**src/nabp_ctrl_pkg.sv**
```systemverilog
package nabp_ctrl_pkg;

    // fill/shift sequencing states
    typedef enum logic [2:0] {
        init_s       = 3'd0,
        setup_s      = 3'd1,
        fill_s       = 3'd2,
        fill_done_s  = 3'd3,
        shift_s      = 3'd4,
        shift_done_s = 3'd5
    } state_control_e;

    // apb byte offsets
    parameter logic [3:0] REG_CTRL        = 4'h0;
    parameter logic [3:0] REG_ANGLE_START = 4'h4;
    parameter logic [3:0] REG_ANGLE_COUNT = 4'h8;
    parameter logic [3:0] REG_STATUS      = 4'hC;

    // ctrl register fields
    parameter int CTRL_START_BIT = 0;

    // status register fields
    parameter int STATUS_BUSY_BIT  = 0;
    parameter int STATUS_DONE_BIT  = 1;
    parameter int STATUS_LINES_LSB = 8;

endpackage

```
**src/nabp_geom_pkg.sv**
```systemverilog
package nabp_geom_pkg;

    // angle word width, angles wrap modulo 2**ANGLE_W
    parameter int ANGLE_W_DEF = 8;

    // projection sample width
    parameter int DATA_W_DEF = 16;

    // samples in one projection line
    parameter int LINE_LEN_DEF = 16;

endpackage

```
**src/nabp_apb_regs.sv**
```systemverilog
`timescale 1ns/100ps

module nabp_apb_regs
#(
    parameter int ANGLE_W = 8
)
(
    input  logic               clk,
    input  logic               reset_n,
    // apb slave
    input  logic               psel,
    input  logic               penable,
    input  logic               pwrite,
    input  logic [3:0]         paddr,
    input  logic [31:0]        pwdata,
    output logic [31:0]        prdata,
    // status from swap control
    input  logic               busy,
    input  logic               done,
    input  logic [ANGLE_W:0]   lines_done,
    // run configuration
    output logic               run_start,
    output logic [ANGLE_W-1:0] run_angle_start,
    output logic [ANGLE_W:0]   run_angle_count
);

logic        wr_en;
logic [31:0] status_word;

// writes land on the access cycle edge
assign wr_en = psel && penable && pwrite;

always_ff @(posedge clk)
begin
    if (!reset_n)
    begin
        run_start       <= 1'b0;
        run_angle_start <= '0;
        run_angle_count <= '0;
    end
    else
    begin
        run_start <= 1'b0;
        if (wr_en)
        begin
            case (paddr)
                nabp_ctrl_pkg::REG_CTRL:
                    // ignored while a run is in progress
                    run_start <= pwdata[nabp_ctrl_pkg::CTRL_START_BIT] && !busy;
                nabp_ctrl_pkg::REG_ANGLE_START:
                    run_angle_start <= pwdata[ANGLE_W-1:0];
                nabp_ctrl_pkg::REG_ANGLE_COUNT:
                    run_angle_count <= pwdata[ANGLE_W:0];
                default:
                    ;
            endcase
        end
    end
end

// status word layout
always_comb
begin
    status_word = '0;
    status_word[nabp_ctrl_pkg::STATUS_BUSY_BIT] = busy;
    status_word[nabp_ctrl_pkg::STATUS_DONE_BIT] = done;
    status_word[nabp_ctrl_pkg::STATUS_LINES_LSB +: ANGLE_W + 1] = lines_done;
end

// read mux, ctrl reads as zero
always_comb
begin
    prdata = '0;
    if (psel && !pwrite)
    begin
        case (paddr)
            nabp_ctrl_pkg::REG_ANGLE_START:
                prdata[ANGLE_W-1:0] = run_angle_start;
            nabp_ctrl_pkg::REG_ANGLE_COUNT:
                prdata[ANGLE_W:0] = run_angle_count;
            nabp_ctrl_pkg::REG_STATUS:
                prdata = status_word;
            default:
                prdata = '0;
        endcase
    end
end

// a start never reaches a busy swap control
a_start_not_busy: assert property (
    @(posedge clk) disable iff (!reset_n)
    run_start |-> !busy
);

endmodule

```
**src/nabp_shifter.sv**
```systemverilog
`timescale 1ns/100ps

module nabp_shifter
#(
    parameter int DATA_W   = 16,
    parameter int LINE_LEN = 16
)
(
    input  logic              clk,
    input  logic              reset_n,
    // state control
    input  logic              sh_fill_kick,
    input  logic              sh_shift_kick,
    output logic              sh_fill_done,
    output logic              sh_shift_done,
    // sample stream in
    input  logic [DATA_W-1:0] samp_data,
    input  logic              samp_valid,
    output logic              samp_ready,
    // line stream out
    output logic [DATA_W-1:0] line_data,
    output logic              line_valid,
    output logic              line_last,
    input  logic              line_ready
);

localparam int IDX_W = (LINE_LEN > 1) ? $clog2(LINE_LEN) : 1;
localparam logic [IDX_W-1:0] LAST_IDX = IDX_W'(LINE_LEN - 1);

localparam logic [1:0] MODE_IDLE  = 2'd0;
localparam logic [1:0] MODE_FILL  = 2'd1;
localparam logic [1:0] MODE_SHIFT = 2'd2;

logic [1:0]        mode;
logic [DATA_W-1:0] line_buf [LINE_LEN];
logic [IDX_W-1:0]  wr_idx;
logic [IDX_W-1:0]  rd_idx;
logic [IDX_W-1:0]  rd_next;
logic              samp_fire;
logic              line_fire;

assign samp_ready = (mode == MODE_FILL);
assign samp_fire  = samp_valid && samp_ready;
assign line_fire  = line_valid && line_ready;
assign rd_next    = rd_idx + 1'b1;

// line buffer and output data path
always_ff @(posedge clk)
begin
    if (samp_fire)
        line_buf[wr_idx] <= samp_data;
    if (sh_shift_kick)
        line_data <= line_buf[0];
    else if (line_fire && !line_last)
        line_data <= line_buf[rd_next];
end

always_ff @(posedge clk)
begin
    if (!reset_n)
    begin
        mode          <= MODE_IDLE;
        wr_idx        <= '0;
        rd_idx        <= '0;
        line_valid    <= 1'b0;
        line_last     <= 1'b0;
        sh_fill_done  <= 1'b0;
        sh_shift_done <= 1'b0;
    end
    else
    begin
        sh_fill_done  <= 1'b0;
        sh_shift_done <= 1'b0;
        case (mode)
            MODE_IDLE:
                if (sh_fill_kick)
                begin
                    mode   <= MODE_FILL;
                    wr_idx <= '0;
                end
                else if (sh_shift_kick)
                begin
                    mode       <= MODE_SHIFT;
                    rd_idx     <= '0;
                    line_valid <= 1'b1;
                    line_last  <= (LAST_IDX == '0);
                end
            MODE_FILL:
                if (samp_fire)
                begin
                    wr_idx <= wr_idx + 1'b1;
                    // line full, stop accepting
                    if (wr_idx == LAST_IDX)
                    begin
                        mode         <= MODE_IDLE;
                        sh_fill_done <= 1'b1;
                    end
                end
            MODE_SHIFT:
                if (line_fire)
                begin
                    if (line_last)
                    begin
                        mode          <= MODE_IDLE;
                        line_valid    <= 1'b0;
                        line_last     <= 1'b0;
                        sh_shift_done <= 1'b1;
                    end
                    else
                    begin
                        rd_idx    <= rd_next;
                        line_last <= (rd_next == LAST_IDX);
                    end
                end
            default:
                mode <= MODE_IDLE;
        endcase
    end
end

// kicks from state control only land in idle
a_kick_in_idle: assert property (
    @(posedge clk) disable iff (!reset_n)
    (sh_fill_kick || sh_shift_kick) |-> (mode == MODE_IDLE)
);

endmodule

```
**src/nabp_state_control.sv**
```systemverilog
`timescale 1ns/100ps

module nabp_state_control
#(
    parameter int ANGLE_W = 8
)
(
    input  logic               clk,
    input  logic               reset_n,
    // swap control
    input  logic [ANGLE_W-1:0] sw_angle,
    input  logic               sw_angle_valid,
    input  logic               sw_swap,
    // angle of the line in flight
    output logic [ANGLE_W-1:0] angle,
    output logic               sw_swap_ready,
    output logic               sw_next_angle,
    // shifter
    input  logic               sh_fill_done,
    input  logic               sh_shift_done,
    output logic               sh_fill_kick,
    output logic               sh_shift_kick
);

nabp_ctrl_pkg::state_control_e state;
nabp_ctrl_pkg::state_control_e next_state;

always_ff @(posedge clk)
begin
    if (!reset_n)
        state <= nabp_ctrl_pkg::init_s;
    else
        state <= next_state;
end

// angle latched while waiting in setup
always_ff @(posedge clk)
begin
    if (state == nabp_ctrl_pkg::setup_s)
        angle <= sw_angle;
end

// mealy outputs
assign sw_swap_ready = (state == nabp_ctrl_pkg::fill_done_s);
assign sw_next_angle = (state == nabp_ctrl_pkg::init_s) ||
                       (state == nabp_ctrl_pkg::shift_done_s);
assign sh_fill_kick  = (state != nabp_ctrl_pkg::fill_s) &&
                       (next_state == nabp_ctrl_pkg::fill_s);
assign sh_shift_kick = (state != nabp_ctrl_pkg::shift_s) &&
                       (next_state == nabp_ctrl_pkg::shift_s);

always_comb
begin
    next_state = state;
    case (state)
        nabp_ctrl_pkg::init_s:
            next_state = nabp_ctrl_pkg::setup_s;
        nabp_ctrl_pkg::setup_s:
            // hold here between runs
            if (sw_angle_valid)
                next_state = nabp_ctrl_pkg::fill_s;
        nabp_ctrl_pkg::fill_s:
            if (sh_fill_done)
                next_state = nabp_ctrl_pkg::fill_done_s;
        nabp_ctrl_pkg::fill_done_s:
            if (sw_swap)
                next_state = nabp_ctrl_pkg::shift_s;
        nabp_ctrl_pkg::shift_s:
            if (sh_shift_done)
                next_state = nabp_ctrl_pkg::shift_done_s;
        nabp_ctrl_pkg::shift_done_s:
            next_state = nabp_ctrl_pkg::setup_s;
        default:
            next_state = nabp_ctrl_pkg::init_s;
    endcase
end

// shifter done pulses only arrive in the matching wait state
a_fill_done_in_fill: assert property (
    @(posedge clk) disable iff (!reset_n)
    sh_fill_done |-> (state == nabp_ctrl_pkg::fill_s)
);

a_shift_done_in_shift: assert property (
    @(posedge clk) disable iff (!reset_n)
    sh_shift_done |-> (state == nabp_ctrl_pkg::shift_s)
);

a_state_legal: assert property (
    @(posedge clk) disable iff (!reset_n)
    state inside {nabp_ctrl_pkg::init_s, nabp_ctrl_pkg::setup_s,
                  nabp_ctrl_pkg::fill_s, nabp_ctrl_pkg::fill_done_s,
                  nabp_ctrl_pkg::shift_s, nabp_ctrl_pkg::shift_done_s}
);

endmodule

```
**src/nabp_swap_control.sv**
```systemverilog
`timescale 1ns/100ps

module nabp_swap_control
#(
    parameter int ANGLE_W = 8
)
(
    input  logic               clk,
    input  logic               reset_n,
    // run configuration
    input  logic               run_start,
    input  logic [ANGLE_W-1:0] run_angle_start,
    input  logic [ANGLE_W:0]   run_angle_count,
    // run status
    output logic               busy,
    output logic               done,
    output logic [ANGLE_W:0]   lines_done,
    // state control handshake
    input  logic               sw_swap_ready,
    input  logic               sw_next_angle,
    output logic [ANGLE_W-1:0] sw_angle,
    output logic               sw_angle_valid,
    output logic               sw_swap
);

logic [ANGLE_W:0] count_q;
logic [ANGLE_W:0] issued;
logic [ANGLE_W:0] completed;
logic             line_complete;

// init_s also raises next_angle, only real lines count
assign line_complete  = busy && sw_next_angle && (issued > completed);
assign sw_angle_valid = busy && (issued < count_q);
assign lines_done     = completed;

always_ff @(posedge clk)
begin
    if (!reset_n)
    begin
        busy      <= 1'b0;
        done      <= 1'b0;
        sw_swap   <= 1'b0;
        sw_angle  <= '0;
        count_q   <= '0;
        issued    <= '0;
        completed <= '0;
    end
    else if (run_start)
    begin
        sw_angle  <= run_angle_start;
        count_q   <= run_angle_count;
        issued    <= '0;
        completed <= '0;
        sw_swap   <= 1'b0;
        // an empty run finishes at once
        busy      <= (run_angle_count != '0);
        done      <= (run_angle_count == '0);
    end
    else
    begin
        // one grant per ready window
        sw_swap <= busy && sw_swap_ready && !sw_swap;
        if (sw_swap)
        begin
            sw_angle <= sw_angle + 1'b1;
            issued   <= issued + 1'b1;
        end
        if (line_complete)
        begin
            completed <= completed + 1'b1;
            if (completed + 1'b1 == count_q)
            begin
                busy <= 1'b0;
                done <= 1'b1;
            end
        end
    end
end

a_swap_when_ready: assert property (
    @(posedge clk) disable iff (!reset_n)
    sw_swap |-> sw_swap_ready
);

endmodule

```
**src/nabp_top.sv**
```systemverilog
`timescale 1ns/100ps

module nabp_top
#(
    parameter int ANGLE_W  = nabp_geom_pkg::ANGLE_W_DEF,
    parameter int DATA_W   = nabp_geom_pkg::DATA_W_DEF,
    parameter int LINE_LEN = nabp_geom_pkg::LINE_LEN_DEF
)
(
    input  logic               clk,
    input  logic               reset_n,
    // apb
    input  logic               psel,
    input  logic               penable,
    input  logic               pwrite,
    input  logic [3:0]         paddr,
    input  logic [31:0]        pwdata,
    output logic [31:0]        prdata,
    // sample stream
    input  logic [DATA_W-1:0]  samp_data,
    input  logic               samp_valid,
    output logic               samp_ready,
    // line stream
    output logic [DATA_W-1:0]  line_data,
    output logic [ANGLE_W-1:0] line_angle,
    output logic               line_valid,
    output logic               line_last,
    input  logic               line_ready
);

// register block to swap control
logic               run_start;
logic [ANGLE_W-1:0] run_angle_start;
logic [ANGLE_W:0]   run_angle_count;
logic               busy;
logic               done;
logic [ANGLE_W:0]   lines_done;

// swap control to state control
logic [ANGLE_W-1:0] sw_angle;
logic               sw_angle_valid;
logic               sw_swap;
logic               sw_swap_ready;
logic               sw_next_angle;

// state control to shifter
logic               sh_fill_kick;
logic               sh_shift_kick;
logic               sh_fill_done;
logic               sh_shift_done;

nabp_apb_regs #(
    .ANGLE_W (ANGLE_W)
) u_apb_regs (
    .clk             (clk),
    .reset_n         (reset_n),
    .psel            (psel),
    .penable         (penable),
    .pwrite          (pwrite),
    .paddr           (paddr),
    .pwdata          (pwdata),
    .prdata          (prdata),
    .busy            (busy),
    .done            (done),
    .lines_done      (lines_done),
    .run_start       (run_start),
    .run_angle_start (run_angle_start),
    .run_angle_count (run_angle_count)
);

nabp_swap_control #(
    .ANGLE_W (ANGLE_W)
) u_swap_control (
    .clk             (clk),
    .reset_n         (reset_n),
    .run_start       (run_start),
    .run_angle_start (run_angle_start),
    .run_angle_count (run_angle_count),
    .busy            (busy),
    .done            (done),
    .lines_done      (lines_done),
    .sw_swap_ready   (sw_swap_ready),
    .sw_next_angle   (sw_next_angle),
    .sw_angle        (sw_angle),
    .sw_angle_valid  (sw_angle_valid),
    .sw_swap         (sw_swap)
);

// held angle tags the outgoing line
nabp_state_control #(
    .ANGLE_W (ANGLE_W)
) u_state_control (
    .clk            (clk),
    .reset_n        (reset_n),
    .sw_angle       (sw_angle),
    .sw_angle_valid (sw_angle_valid),
    .sw_swap        (sw_swap),
    .angle          (line_angle),
    .sw_swap_ready  (sw_swap_ready),
    .sw_next_angle  (sw_next_angle),
    .sh_fill_done   (sh_fill_done),
    .sh_shift_done  (sh_shift_done),
    .sh_fill_kick   (sh_fill_kick),
    .sh_shift_kick  (sh_shift_kick)
);

nabp_shifter #(
    .DATA_W   (DATA_W),
    .LINE_LEN (LINE_LEN)
) u_shifter (
    .clk           (clk),
    .reset_n       (reset_n),
    .sh_fill_kick  (sh_fill_kick),
    .sh_shift_kick (sh_shift_kick),
    .sh_fill_done  (sh_fill_done),
    .sh_shift_done (sh_shift_done),
    .samp_data     (samp_data),
    .samp_valid    (samp_valid),
    .samp_ready    (samp_ready),
    .line_data     (line_data),
    .line_valid    (line_valid),
    .line_last     (line_last),
    .line_ready    (line_ready)
);

endmodule

```
**config.mk**
```make
export PLATFORM = sky130hd
export DESIGN_NAME = nabp_top
export DESIGN_NICKNAME = d
export VERILOG_FILES = /design/src/nabp_ctrl_pkg.sv /design/src/nabp_geom_pkg.sv /design/src/nabp_apb_regs.sv /design/src/nabp_shifter.sv /design/src/nabp_state_control.sv /design/src/nabp_swap_control.sv /design/src/nabp_top.sv
export SDC_FILE = /design/constraint.sdc
export NUM_CORES = 1
export LEC_CHECK = 0
export BUFFER_PORTS_ARGS = -buffer_cell sky130_fd_sc_hd__buf_2
export CAP_MARGIN = 20
export CORE_MARGIN = 1.5
export CORE_UTILIZATION = 55
export CTS_BUF_LIST = sky130_fd_sc_hd__clkbuf_16
export CTS_CLUSTER_DIAMETER = 40
export DETAILED_ROUTE_END_ITERATION = 6
export HOLD_SLACK_MARGIN = 0.05
export PLACE_DENSITY_LB_ADDON = 0.3
export SYNTH_ARGS = -nofsm -noshare
export SYNTH_HDL_FRONTEND = slang
export SYNTH_SLANG_ARGS = --single-unit
```
**constraint.sdc**
```tcl
create_clock -name clk -period 4.42 [get_ports clk]
set_clock_uncertainty 0.2 [all_clocks]
set_input_delay 0 -clock clk [delete_from_list [all_inputs] [get_ports clk]]
set_output_delay 0 -clock clk [all_outputs]
set_load 0.05 [all_outputs]
```
==> results by group, run 1 <==
Synthesis
  • Unique cell type count in the Yosys netlist: 58
  • Async set-or-reset flop fraction in the synthesized netlist: 0%
  • Sequential fraction of the synthesis area: 66.0%
  • Synth Register Bits: 353
  • Warnings from Yosys: 0
  • Count of mapped cells out of synthesis: 933
  • Most used flip-flop cell after synthesis: sky130_fd_sc_hd__edfxtp_1
  • Synthesized area divided by synthesized cell count: 16.0 µm²
  • Cell area after synthesis: 14900 µm²
  • Number of enable-type register cells in the synthesized netlist: 280

Min path
  • Worst min-delay path class: in2reg
  • Cell count of the worst hold path: 4
  • Hold Startpoint: pwdata[4]

Clock tree
  • Max Buffers Root-to-Sink: 3
  • Cts bufs inserted: 43
  • Post-CTS setup buffer count: 0
  • Clock tree from TritonCTS: built
  • Register clock-pin slew on the reported worst setup and hold paths: 60 ps
  • Source-to-sink clock delay at the later pin of the worst-skew pair: 550 ps
  • Post-CTS Resized: 0
  • H-tree Lvls: 2
  • Number of clock sinks seen by CTS: 353
  • Root buf cell: sky130_fd_sc_hd__clkbuf_16

Setup path
  • Kind of cell adding the most delay to the critical path: multiplexers
  • Required time of the critical path: 4520 ps
  • Worst setup path category: reg2reg
  • Cell seen most often among critical-path stages: sky130_fd_sc_hd__mux4_1
  • Startpoint of the worst setup timing path: u_shifter.rd_idx[0]$_SDFFE_PN0P_
  • Setup crit start kind: flop
  • Peak per-stage delay on the critical path: 520 ps
  • Cells along the critical path: buf_4 > inv_1 > ha_2 > buf_12 > mux4_1 > mux4_1 > mux2_2
  • Data arrival time of the critical path: 3410 ps
  • Start of the worst register-to-register path: u_shifter.rd_idx[0]$_SDFFE_PN0P_
  • Largest fanout on the critical path: 65
  • Slowest stage cell, crit path: sky130_fd_sc_hd__mux4_1
  • Worst r2r path cells: 7
  • WP buf/inv: 3
  • Number of logic stages on the critical path including buffering: 7
  • Critical path endpoint category: flop

STA
  • Post-Route Hold Slack: 82.9 ps
  • Timing-limited maximum frequency: 0.302 GHz
  • Period minus WS final: 3320 ps
  • Number of pins with negative max-slew slack in the final report: 0
  • Unrepaired setup endpoints after global routing: false
  • Slew headroom: 32.1%
  • Transition time at the pin with the least slew margin: 1020 ps
  • Final period utilization: 75.0%
  • Total Negative Setup Slacks: 0 ps
  • Setup violators final: 0
  • Final hold violations: 0
  • Worst setup margin: 1100 ps

Die
  • Starting Density: 55.8%
  • Horiz. Die Dim: 168 µm
  • Die Area: 28200 µm²
  • Rows: 60
  • Ports: 118
  • Floorplan core area: 26800 µm²
  • Height of the chip: 168 µm

Final layout
  • Multi-input gate area: 4770 µm²
  • Share of layout cells above drive strength 1: 24.8%
  • Number of filler instances in the final layout: 1837
  • Layout Utilization: 66.0%
  • Most frequent standard cell in the layout excluding fill and tap cells: sky130_fd_sc_hd__edfxtp_1
  • NumNets Final: 1167
  • Final non-filler cell total: 1457
  • Seq. cell area: 9870 µm²
  • Commonest cells after routing, fill and taps aside: sky130_fd_sc_hd__edfxtp_1 (280), sky130_fd_sc_hd__buf_2 (79), sky130_fd_sc_hd__dfxtp_1 (72)
  • Antenna cells: 0
  • Synthesis-to-finish area growth: 18.3%

Placement
  • Detailed placer's ending HPWL: 17.8 mm
  • Dpl ws: 1080 ps
  • Port Buffers: 79
  • Placer Congestion: 0.801
  • Placed Instances: 1334

Global routing
  • Total overflow reported by the global router: 0
  • Pin count of the biggest net entering global routing: 66
  • Initial antenna violation count: 0
  • Overall routing resource usage: 23.1%
  • Number of global-route vias before repair: 8432
  • Global-route wire length before repair: 48.7 mm

Flow run
  • Max-capacitance violation count: 0

Routing
  • Initial detailed-routing violation count: 722
  • DR DRC count: 0
  • Aggregate routed wire length: 31.8 mm
  • Number of vias in the routed layout: 8419
  • Ratio of routed vias to standard cells: 5.78
  • Number of routed nets with antenna violations: 0
  • First-pass iteration count of the detailed router: 5
  • Wire per inst: 21.8 µm

Pwr
  • Cell Pwr Density: 413 nW/µm²
  • Standby leakage power: 6.05 nW
  • Highest ir drop seen on vdd: 385 µV

Outcome
  • Result of the run: finished, final reports clean
layer usage:
metal | wire (µm) | global-route usage [%] | vias to the layer above
met4 | 817 | 7.87 | 0
met3 | 1870 | 3.76 | 64
met2 | 15800 | 38.8 | 294
li1 | - | - | 3856
met5 | 0 | 0 | -
met1 | 13300 | 31.2 | 4205
cell type report:
class / instances / area share, %
Multi-Input combinational cell: 509 / 27.0
Sequential cell: 353 / 55.8
Clock inverter: 35 / 2.10
Timing Repair Buffer: 149 / 5.90
Inverter: 26 / 0.552
Tap cell: 341 / 2.41
Clock buffer: 44 / 6.23
synth_stat cells (all sizes together) (2+ instances only):
cell,n,area [µm²]
a2111oi,2,17.5
a211oi,8,60.1
a21boi,2,15.0
a21o,3,22.5
a21oi,17,85.1
a22oi,9,67.6
a41o,2,20.0
and2,20,125
and4,2,17.5
buf,32,241
clkbuf,27,101
dfxtp,73,1460
edfxtp,280,8410
ha,26,325
inv,26,97.6
mux2,18,203
mux2i,31,310
mux4,80,1850
nand2,44,165
nand2b,12,75.1
nand3,12,60.1
nand3b,3,22.5
nand4,9,56.3
nor2,67,251
nor2b,34,213
nor3,10,50.1
nor3b,2,15.0
nor4,3,18.8
o211ai,3,22.5
o21ai,20,100
o22ai,2,12.5
o31ai,2,15.0
or4,2,15.0
xnor2,20,175
xor2,15,131
cells by family after synthesis:
kind of cell,share of synthesized area (%)
and+or+nand+nor,7.62
adders and majority gates,2.18
buffers and inverters,2.95
DFF,66.0
muxes,15.8
AOI/OAI and AO/OA,3.37
xor gates and xnor gates,2.05
other,0.0251
repair_timing:
action,CTS,global route
endpoints found under the setup margin,0,0
hold buffers,44,0
hold endpoints to repair,326,0
worst min-delay path: stages:
cell and delay, ps:
sky130_fd_sc_hd__dlygate4sd3_1 520, sky130_fd_sc_hd__buf_2 110, sky130_fd_sc_hd__mux2i_1 60, sky130_fd_sc_hd__nor2b_1 90
sequential cells by signal, summed over array words and instances, names as in the netlist:
name                        flops
u_shifter.rd_idx                4
u_swap_control.sw_swap          1
u_shifter.sh_fill_done          1
u_swap_control.lines_done       9
u_shifter.line_data            16
u_swap_control.issued           9
u_apb_regs.run_start            1
u_shifter.line_buf            256
u_shifter.mode                  2
u_shifter.line_last             1
u_shifter.sh_shift_done         1
u_state_control.state           3
u_state_control.angle           8
u_swap_control.count_q          9
u_swap_control.sw_angle         8
u_shifter.line_valid            1
u_swap_control.busy             1
u_swap_control.done             1
u_shifter.wr_idx                4
u_apb_regs.run_angle_count      9
u_apb_regs.run_angle_start      8
path summary, 6_finish.rpt:
kind                                                end  slack, ps
min reg2reg          u_state_control.angle[7]$_DFFE_PP_        250
max                    u_shifter.line_data[4]$_DFFE_PP_       1100
min          u_apb_regs.run_angle_start[4]$_SDFFE_PN0P_         80
max reg2reg            u_shifter.line_data[4]$_DFFE_PP_       1100
report_power, final:
part	total, W	switching [W]	internal [W]	leakage (nW)
combinational	0.000144	0.000101	0.0000425	2.18
sequential	0.00358	0.00000317	0.00358	3.11
clock	0.00357	0.00139	0.00218	0.754
metrics by stage:
step           cell area, µm²  power (W)
6_report                17700    0.00730
3_3_place_gp            15800    0.00377
4_1_cts                 17700    0.00736
3_5_place_dp            15800    0.00377
2_1_floorplan           15000    0.00373
5_1_grt                 17700    0.00750
No activity file was read; power rests on OpenSTA's default activity.
==> inputs of run 2 (changes only) <==
- clock period: 4.42 -> 3.15 ns (I/O delays scaled with it)
==> results by group, run 2 (synthesized netlist as in run 1, its figures left out) <==
Pwr
  • Net Switching: 0.00208 W (+39%)
  • Fraction of power spent switching nets: 20.8% (+0.34 points)
  • Logic pwr share: 2.0% (about the same)
  • Standby leakage power: 6.11 nW (+1.0%)
  • Internal power contribution: 0.00791 W (+36%)
  • Cell Pwr Density: 562 nW/µm² (+36%)
  • Highest ir drop seen on vdd: 480 µV (+25%)
  • Part of the power in the clock network: 47.7% (-1.2 points)
  • Final Total Pwr: 0.0100 W (+37%)
  • Sequential Power Share: 50.3% (+1.2 points)

Clock tree
  • Source-to-sink clock delay at the later pin of the worst-skew pair: 550 ps (about the same)
  • Number of clock sinks seen by CTS: 353 (unchanged)
  • Register clock-pin slew on the reported worst setup and hold paths: 50 ps (about the same)
  • Clock tree from TritonCTS: built
  • Max Buffers Root-to-Sink: 3 (unchanged)
  • H-tree Lvls: 2 (unchanged)
  • Cts bufs inserted: 43 (unchanged)
  • Post-CTS setup buffer count: 0 (unchanged)
  • Root buf cell: sky130_fd_sc_hd__clkbuf_16

Placement
  • Detailed placer's ending HPWL: 18.1 mm (+1.8%)
  • Placed Instances: 1347 (+0.97%)
  • Area post-placement: 15900 µm² (+1.0%)
  • Placer Congestion: 0.824 (+2.9%)
  • Port Buffers: 79 (unchanged)

Setup path
  • Largest fanout on the critical path: 8 (-88%)
  • Required time of the critical path: 3360 ps (-1160 ps)
  • Setup slack, reg-to-reg: 310 ps (-790 ps)
  • Critical path endpoint category: flop
  • Worst setup path category: in2reg
  • Start of the worst register-to-register path: u_shifter.rd_idx[0]$_SDFFE_PN0P_
  • Endpoint of the most critical register-to-register path: u_shifter.line_data[4]$_DFFE_PP_
  • Data arrival time of the critical path: 3240 ps (-170 ps)
  • Worst r2r path cells: 6 (-1)
  • Setup crit start kind: primary input

Die
  • Rows: 60 (unchanged)
  • Floorplan core area: 26800 µm² (unchanged)
  • Ports: 118 (unchanged)
  • Die Area: 28200 µm² (unchanged)
  • Horiz. Die Dim: 168 µm (unchanged)
  • Starting Density: 55.8% (unchanged)
  • Height of the chip: 168 µm (unchanged)

Global routing
  • Initial antenna violation count: 0 (unchanged)
  • Overall routing resource usage: 23.2% (+0.095 points)
  • Pin count of the biggest net entering global routing: 69 (+4.5%)
  • Total overflow reported by the global router: 0 (unchanged)
  • Number of global-route vias before repair: 8560 (+1.5%)
  • Global-route wire length before repair: 49.2 mm (+0.96%)

STA
  • Total Negative Setup Slacks: 0 ps (unchanged)
  • Number of pins with negative max-slew slack in the final report: 0 (unchanged)
  • Final hold violations: 0 (unchanged)
  • Slew headroom: 45.7% (+14 points)
  • Setup violators final: 0 (unchanged)
  • Period minus WS final: 3030 ps
  • Unrepaired setup endpoints after global routing: false
  • Final period utilization: 96.3%
  • Transition time at the pin with the least slew margin: 814 ps (-203 ps)
  • Timing-limited maximum frequency: 0.330 GHz

Final layout
  • Synthesis-to-finish area growth: 19.1%
  • NumNets Final: 1182 (+1.3%)
  • Antenna cells: 0 (unchanged)
  • Largest regs: u_shifter.line_buf: 256 flops, u_shifter.line_data: 16 flops
  • Layout Utilization: 66.4% (+0.42 points)
  • Commonest cells after routing, fill and taps aside: sky130_fd_sc_hd__edfxtp_1 (280), sky130_fd_sc_hd__buf_2 (79), sky130_fd_sc_hd__dfxtp_1 (72)
  • Share of layout cells above drive strength 1: 26.0% (+1.2 points)
  • Max reg flops: 256 (unchanged)
  • Final non-filler cell total: 1471 (+0.96%)
  • Final standard cell area without fillers: 17800 µm² (+0.64%)
  • Top reg by flops: u_shifter.line_buf
  • Most frequent standard cell in the layout excluding fill and tap cells: sky130_fd_sc_hd__edfxtp_1

Min path
  • Worst min-delay path class: in2reg
  • Cell count of the worst hold path: 4 (unchanged)
  • Worst Hold Path EP: u_apb_regs.run_angle_start[4]$_SDFFE_PN0P_
  • Hold Startpoint: pwdata[4]

Routing
  • DR DRC count: 0 (unchanged)
  • Aggregate routed wire length: 31.8 mm (about the same)
  • Initial detailed-routing violation count: 787 (+9.0%)
  • First-pass iteration count of the detailed router: 5 (unchanged)
  • Number of vias in the routed layout: 8495 (+0.90%)
  • Wire per inst: 21.6 µm (-1.0%)
  • Ratio of routed vias to standard cells: 5.77 (about the same)
  • Number of routed nets with antenna violations: 0 (unchanged)

Flow run
  • Max-capacitance violation count: 0 (unchanged)

Outcome
  • Result of the run: finished, final reports clean
## run 2: cell types whose count changed in the layout (fill, tap and decap cells not counted), sizes merged
| cell | change |
|---|---|
| dlygate4sd3 | +2 |
| inv | -5 |
| clkinv | +6 |
| clkinvlp | +1 |
| bufinv | -3 |
| buf | +13 |
## run 2: routing by layer
metal / global-route usage [%] / wire, µm
met1: 31.3 / 13500
met2: 38.7 / 15500
met3: 4.09 / 1970
met4: 7.64 / 811
met5: 0 / 0
## run 2: cell type report
cell class | instances | area [µm²]
clock inverters | 34 | 305
repair buffers | 164 | 1220
well taps | 341 | 427
flip-flops and latches | 353 | 9870
multi-input cells | 509 | 4770
clock buffers | 44 | 1100
inverters | 26 | 97.6
fillers | 1818 | 9000
## run 2: worst max-delay path by stage
stage                                     start                                         end  cells after the start
5_1_grt                                    psel  u_apb_regs.run_angle_count[3]$_SDFFE_PN0P_                     10
2_1_floorplan  u_shifter.rd_idx[0]$_SDFFE_PN0P_            u_shifter.line_data[4]$_DFFE_PP_                     10
3_5_place_dp   u_shifter.rd_idx[0]$_SDFFE_PN0P_            u_shifter.line_data[4]$_DFFE_PP_                      6
3_3_place_gp   u_shifter.rd_idx[0]$_SDFFE_PN0P_            u_shifter.line_data[4]$_DFFE_PP_                      6
4_1_cts                                    psel  u_apb_regs.run_angle_count[4]$_SDFFE_PN0P_                     10
6_report                                   psel  u_apb_regs.run_angle_count[4]$_SDFFE_PN0P_                     10
## run 2: what timing repair did
item                                   in CTS  in global routing
endpoints found under the hold margin     326                  0
setup endpoints to repair                   0                  0
hold buffers                               46                  0
gates resized for setup                     0                  0
## run 2: power groups by stage
| stage | Sequential (W) | Clock [W] | Combinational [W] |
|---|---|---|---|
| CTS | 0.00503 | 0.00482 | 0.000203 |
| global route | 0.00503 | 0.00502 | 0.000219 |
| global placement | 0.00513 | 0 | 0.000167 |
| floorplan | 0.00515 | 0 | 0.0000897 |
| detailed placement | 0.00513 | 0 | 0.000171 |
| finish | 0.00503 | 0.00476 | 0.000204 |
## run 2: stage by stage
stage	setup WS, ps	hold WS [ps]
floorplan	74.5	-101
global placement	261	69.7
detailed placement	233	78.7
CTS	199	96.2
global route	3.49	142
finish	115	102
## run 2: worst max-delay path, cell delays in order
cell	delay [ps]
sky130_fd_sc_hd__dlygate4sd3_1	530
sky130_fd_sc_hd__buf_2	110
sky130_fd_sc_hd__nand4_1	110
sky130_fd_sc_hd__nor3b_1	320
sky130_fd_sc_hd__dlygate4sd3_1	610
sky130_fd_sc_hd__buf_4	210
sky130_fd_sc_hd__mux2i_1	210
sky130_fd_sc_hd__dlygate4sd3_1	570
sky130_fd_sc_hd__nor2b_1	40
sky130_fd_sc_hd__dlygate4sd3_1	540
==> inputs of run 3 (changes only) <==
- clock period: 3.15 -> 3.91 ns (I/O delays scaled with it)
==> results by group, run 3 (synthesized netlist as in run 1, its figures left out) <==
Outcome
  • Result of the run: finished, final reports clean

Routing
  • Aggregate routed wire length: 31.4 mm (-1.1%)
  • Wire per inst: 21.5 µm (-0.40%)
  • Ratio of routed vias to standard cells: 5.81 (+0.63%)
  • First-pass iteration count of the detailed router: 5 (unchanged)
  • DR DRC count: 0 (unchanged)
  • Number of vias in the routed layout: 8485 (-0.12%)
  • Initial detailed-routing violation count: 722 (-8.3%)
  • Number of routed nets with antenna violations: 0 (unchanged)

Pwr
  • Net Switching: 0.00169 W (-19%)
  • Internal power contribution: 0.00635 W (-20%)
  • Standby leakage power: 6.04 nW (-1.1%)
  • Highest ir drop seen on vdd: 412 µV (-14%)
  • Logic pwr share: 2.0% (about the same)
  • Sequential Power Share: 50.4% (about the same)
  • Fraction of power spent switching nets: 21.1% (+0.21 points)
  • Cell Pwr Density: 455 nW/µm² (-19%)
  • Part of the power in the clock network: 47.6% (about the same)
  • Final Total Pwr: 0.00804 W (-20%)

Global routing
  • Overall routing resource usage: 23.0% (-0.24 points)
  • Global-route wire length before repair: 48.7 mm (-1.2%)
  • Pin count of the biggest net entering global routing: 67 (-2.9%)
  • Number of global-route vias before repair: 8487 (-0.85%)
  • Initial antenna violation count: 1 (+1)
  • Total overflow reported by the global router: 0 (unchanged)

Setup path
  • WP buf/inv: 6 (unchanged)
  • Peak per-stage delay on the critical path: 600 ps (about the same)
  • Setup crit start kind: primary input
  • Cell seen most often among critical-path stages: sky130_fd_sc_hd__dlygate4sd3_1
  • Required time of the critical path: 4120 ps (+760 ps)
  • Cells along the critical path: dlygate4sd3_1 > buf_2 > nand4_1 > nor3b_1 > dlygate4sd3_1 > buf_4 > mux2i_1 > dlygate4sd3_1 > nor2b_1 > dlygate4sd3_1
  • Kind of cell adding the most delay to the critical path: buffers and inverters
  • Critical path endpoint category: flop
  • Slowest stage cell, crit path: sky130_fd_sc_hd__dlygate4sd3_1
  • Worst setup path category: in2reg
  • Largest fanout on the critical path: 8 (unchanged)
  • Data arrival time of the critical path: 3280 ps (+40 ps)

Final layout
  • Layout Utilization: 65.9% (-0.54 points)
  • NumNets Final: 1170 (-1.0%)
  • Synthesis-to-finish area growth: 18.1%
  • Commonest cells after routing, fill and taps aside: sky130_fd_sc_hd__edfxtp_1 (280), sky130_fd_sc_hd__buf_2 (79), sky130_fd_sc_hd__dfxtp_1 (72)
  • Max reg flops: 256 (unchanged)
  • Most frequent standard cell in the layout excluding fill and tap cells: sky130_fd_sc_hd__edfxtp_1
  • Number of filler instances in the final layout: 1831 (+0.72%)
  • Largest regs: u_shifter.line_buf: 256 flops, u_shifter.line_data: 16 flops
  • Share of layout cells above drive strength 1: 25.1% (-0.88 points)
  • Top reg by flops: u_shifter.line_buf

Clock tree
  • Register clock-pin slew on the reported worst setup and hold paths: 60 ps (about the same)
  • H-tree Lvls: 2 (unchanged)
  • Number of clock sinks seen by CTS: 353 (unchanged)
  • Source-to-sink clock delay at the later pin of the worst-skew pair: 540 ps (about the same)
  • Post-CTS setup buffer count: 0 (unchanged)
  • Root buf cell: sky130_fd_sc_hd__clkbuf_16
  • Cts bufs inserted: 43 (unchanged)
  • Clock tree from TritonCTS: built
  • Max Buffers Root-to-Sink: 3 (unchanged)

STA
  • Number of pins with negative max-slew slack in the final report: 0 (unchanged)
  • Transition time at the pin with the least slew margin: 817 ps (+2.05 ps)
  • Final period utilization: 78.6%
  • Slew headroom: 45.6% (-0.14 points)
  • Setup violators final: 0 (unchanged)
  • Final hold violations: 0 (unchanged)
  • Timing-limited maximum frequency: 0.325 GHz
  • Total Negative Setup Slacks: 0 ps (unchanged)
  • Unrepaired setup endpoints after global routing: false
  • Post-Route Hold Slack: 102 ps (-0.601 ps)
  • Period minus WS final: 3070 ps

Placement
  • Detailed placer's ending HPWL: 17.9 mm (-1.3%)
  • Port Buffers: 79 (unchanged)
  • Placer Congestion: 0.800 (-2.9%)

Die
  • Starting Density: 55.8% (unchanged)
  • Height of the chip: 168 µm (unchanged)
  • Floorplan core area: 26800 µm² (unchanged)
  • Rows: 60 (unchanged)
  • Die Area: 28200 µm² (unchanged)
  • Ports: 118 (unchanged)
  • Horiz. Die Dim: 168 µm (unchanged)

Min path
  • Worst min-delay path class: in2reg

Flow run
  • Max-capacitance violation count: 0 (unchanged)
run 3: cell types whose count changed in the layout (fill, tap and decap cells not counted), moves of 3 or more:
cell                       before  now
sky130_fd_sc_hd__inv_6          4    7
sky130_fd_sc_hd__buf_4         33   26
sky130_fd_sc_hd__inv_1         32   36
sky130_fd_sc_hd__buf_12         6    3
sky130_fd_sc_hd__clkinv_2       5    1
sky130_fd_sc_hd__inv_8          1    4
run 3: metal layers:
metal	vias up	GRT usage [%]	wire, µm
li1	3860	-	-
met1	4269	31.2	13100
met2	301	39.0	15700
met3	55	3.71	2000
met4	0	6.11	590
met5	-	0	0
run 3: final cells by class:
class / count / area, µm² / area share (%)
sequential: 353 / 9870 / 55.9
multi-input combinational: 509 / 4770 / 27.0
timing repair buffer: 152 / 1090 / 6.18
clock buffer: 43 / 1080 / 6.09
tap: 341 / 427 / 2.42
clock inverter: 35 / 317 / 1.79
inverter: 26 / 97.6 / 0.553
antenna: 1 / 2.50 / 0.0142
run 3: power groups by stage:
stage,Sequential [W],Clock (W),Combinational [W]
after floorplan,0.00415,0,0.0000723
after global placement,0.00413,0,0.000133
after detailed placement,0.00413,0,0.000136
after CTS,0.00405,0.00390,0.000162
after global routing,0.00405,0.00405,0.000175
final,0.00405,0.00383,0.000163
run 3: metrics by stage:
step | instance area, µm² | setup WS, ps | cells
floorplan | 15000 | 708 | 947
global placement | 15800 | 1030 | 1337
detailed placement | 15800 | 1030 | 1337
CTS | 17700 | 937 | 1459
global route | 17700 | 655 | 1460
finish | 17700 | 837 | 1460
run 3: path summary, 6_finish.rpt:
check	from	to	slack, ps	cells past startpoint
worst max-delay path	psel	u_apb_regs.run_angle_count[6]$_SDFFE_PN0P_	840	10
worst min-delay path	pwdata[7]	u_apb_regs.run_angle_count[7]$_SDFFE_PN0P_	100	4
worst max register to register	u_shifter.rd_idx[0]$_SDFFE_PN0P_	u_shifter.line_data[4]$_DFFE_PP_	1050	6
worst min register to register	u_swap_control.sw_angle[7]$_SDFFE_PN0P_	u_state_control.angle[7]$_DFFE_PP_	260	0
run 3: worst reg2reg max path: stages (launching register included):
cell and delay (ps):
sky130_fd_sc_hd__dfxtp_4 370, sky130_fd_sc_hd__inv_1 50, sky130_fd_sc_hd__ha_2 500, sky130_fd_sc_hd__buf_12 270, sky130_fd_sc_hd__mux4_2 380, sky130_fd_sc_hd__mux4_1 530, sky130_fd_sc_hd__mux2_2 310
run 3: repair_timing:
action	4_1_cts	5_1_grt
hold endpoints to repair	326	0
resized for setup	0	0
hold buffers	44	0
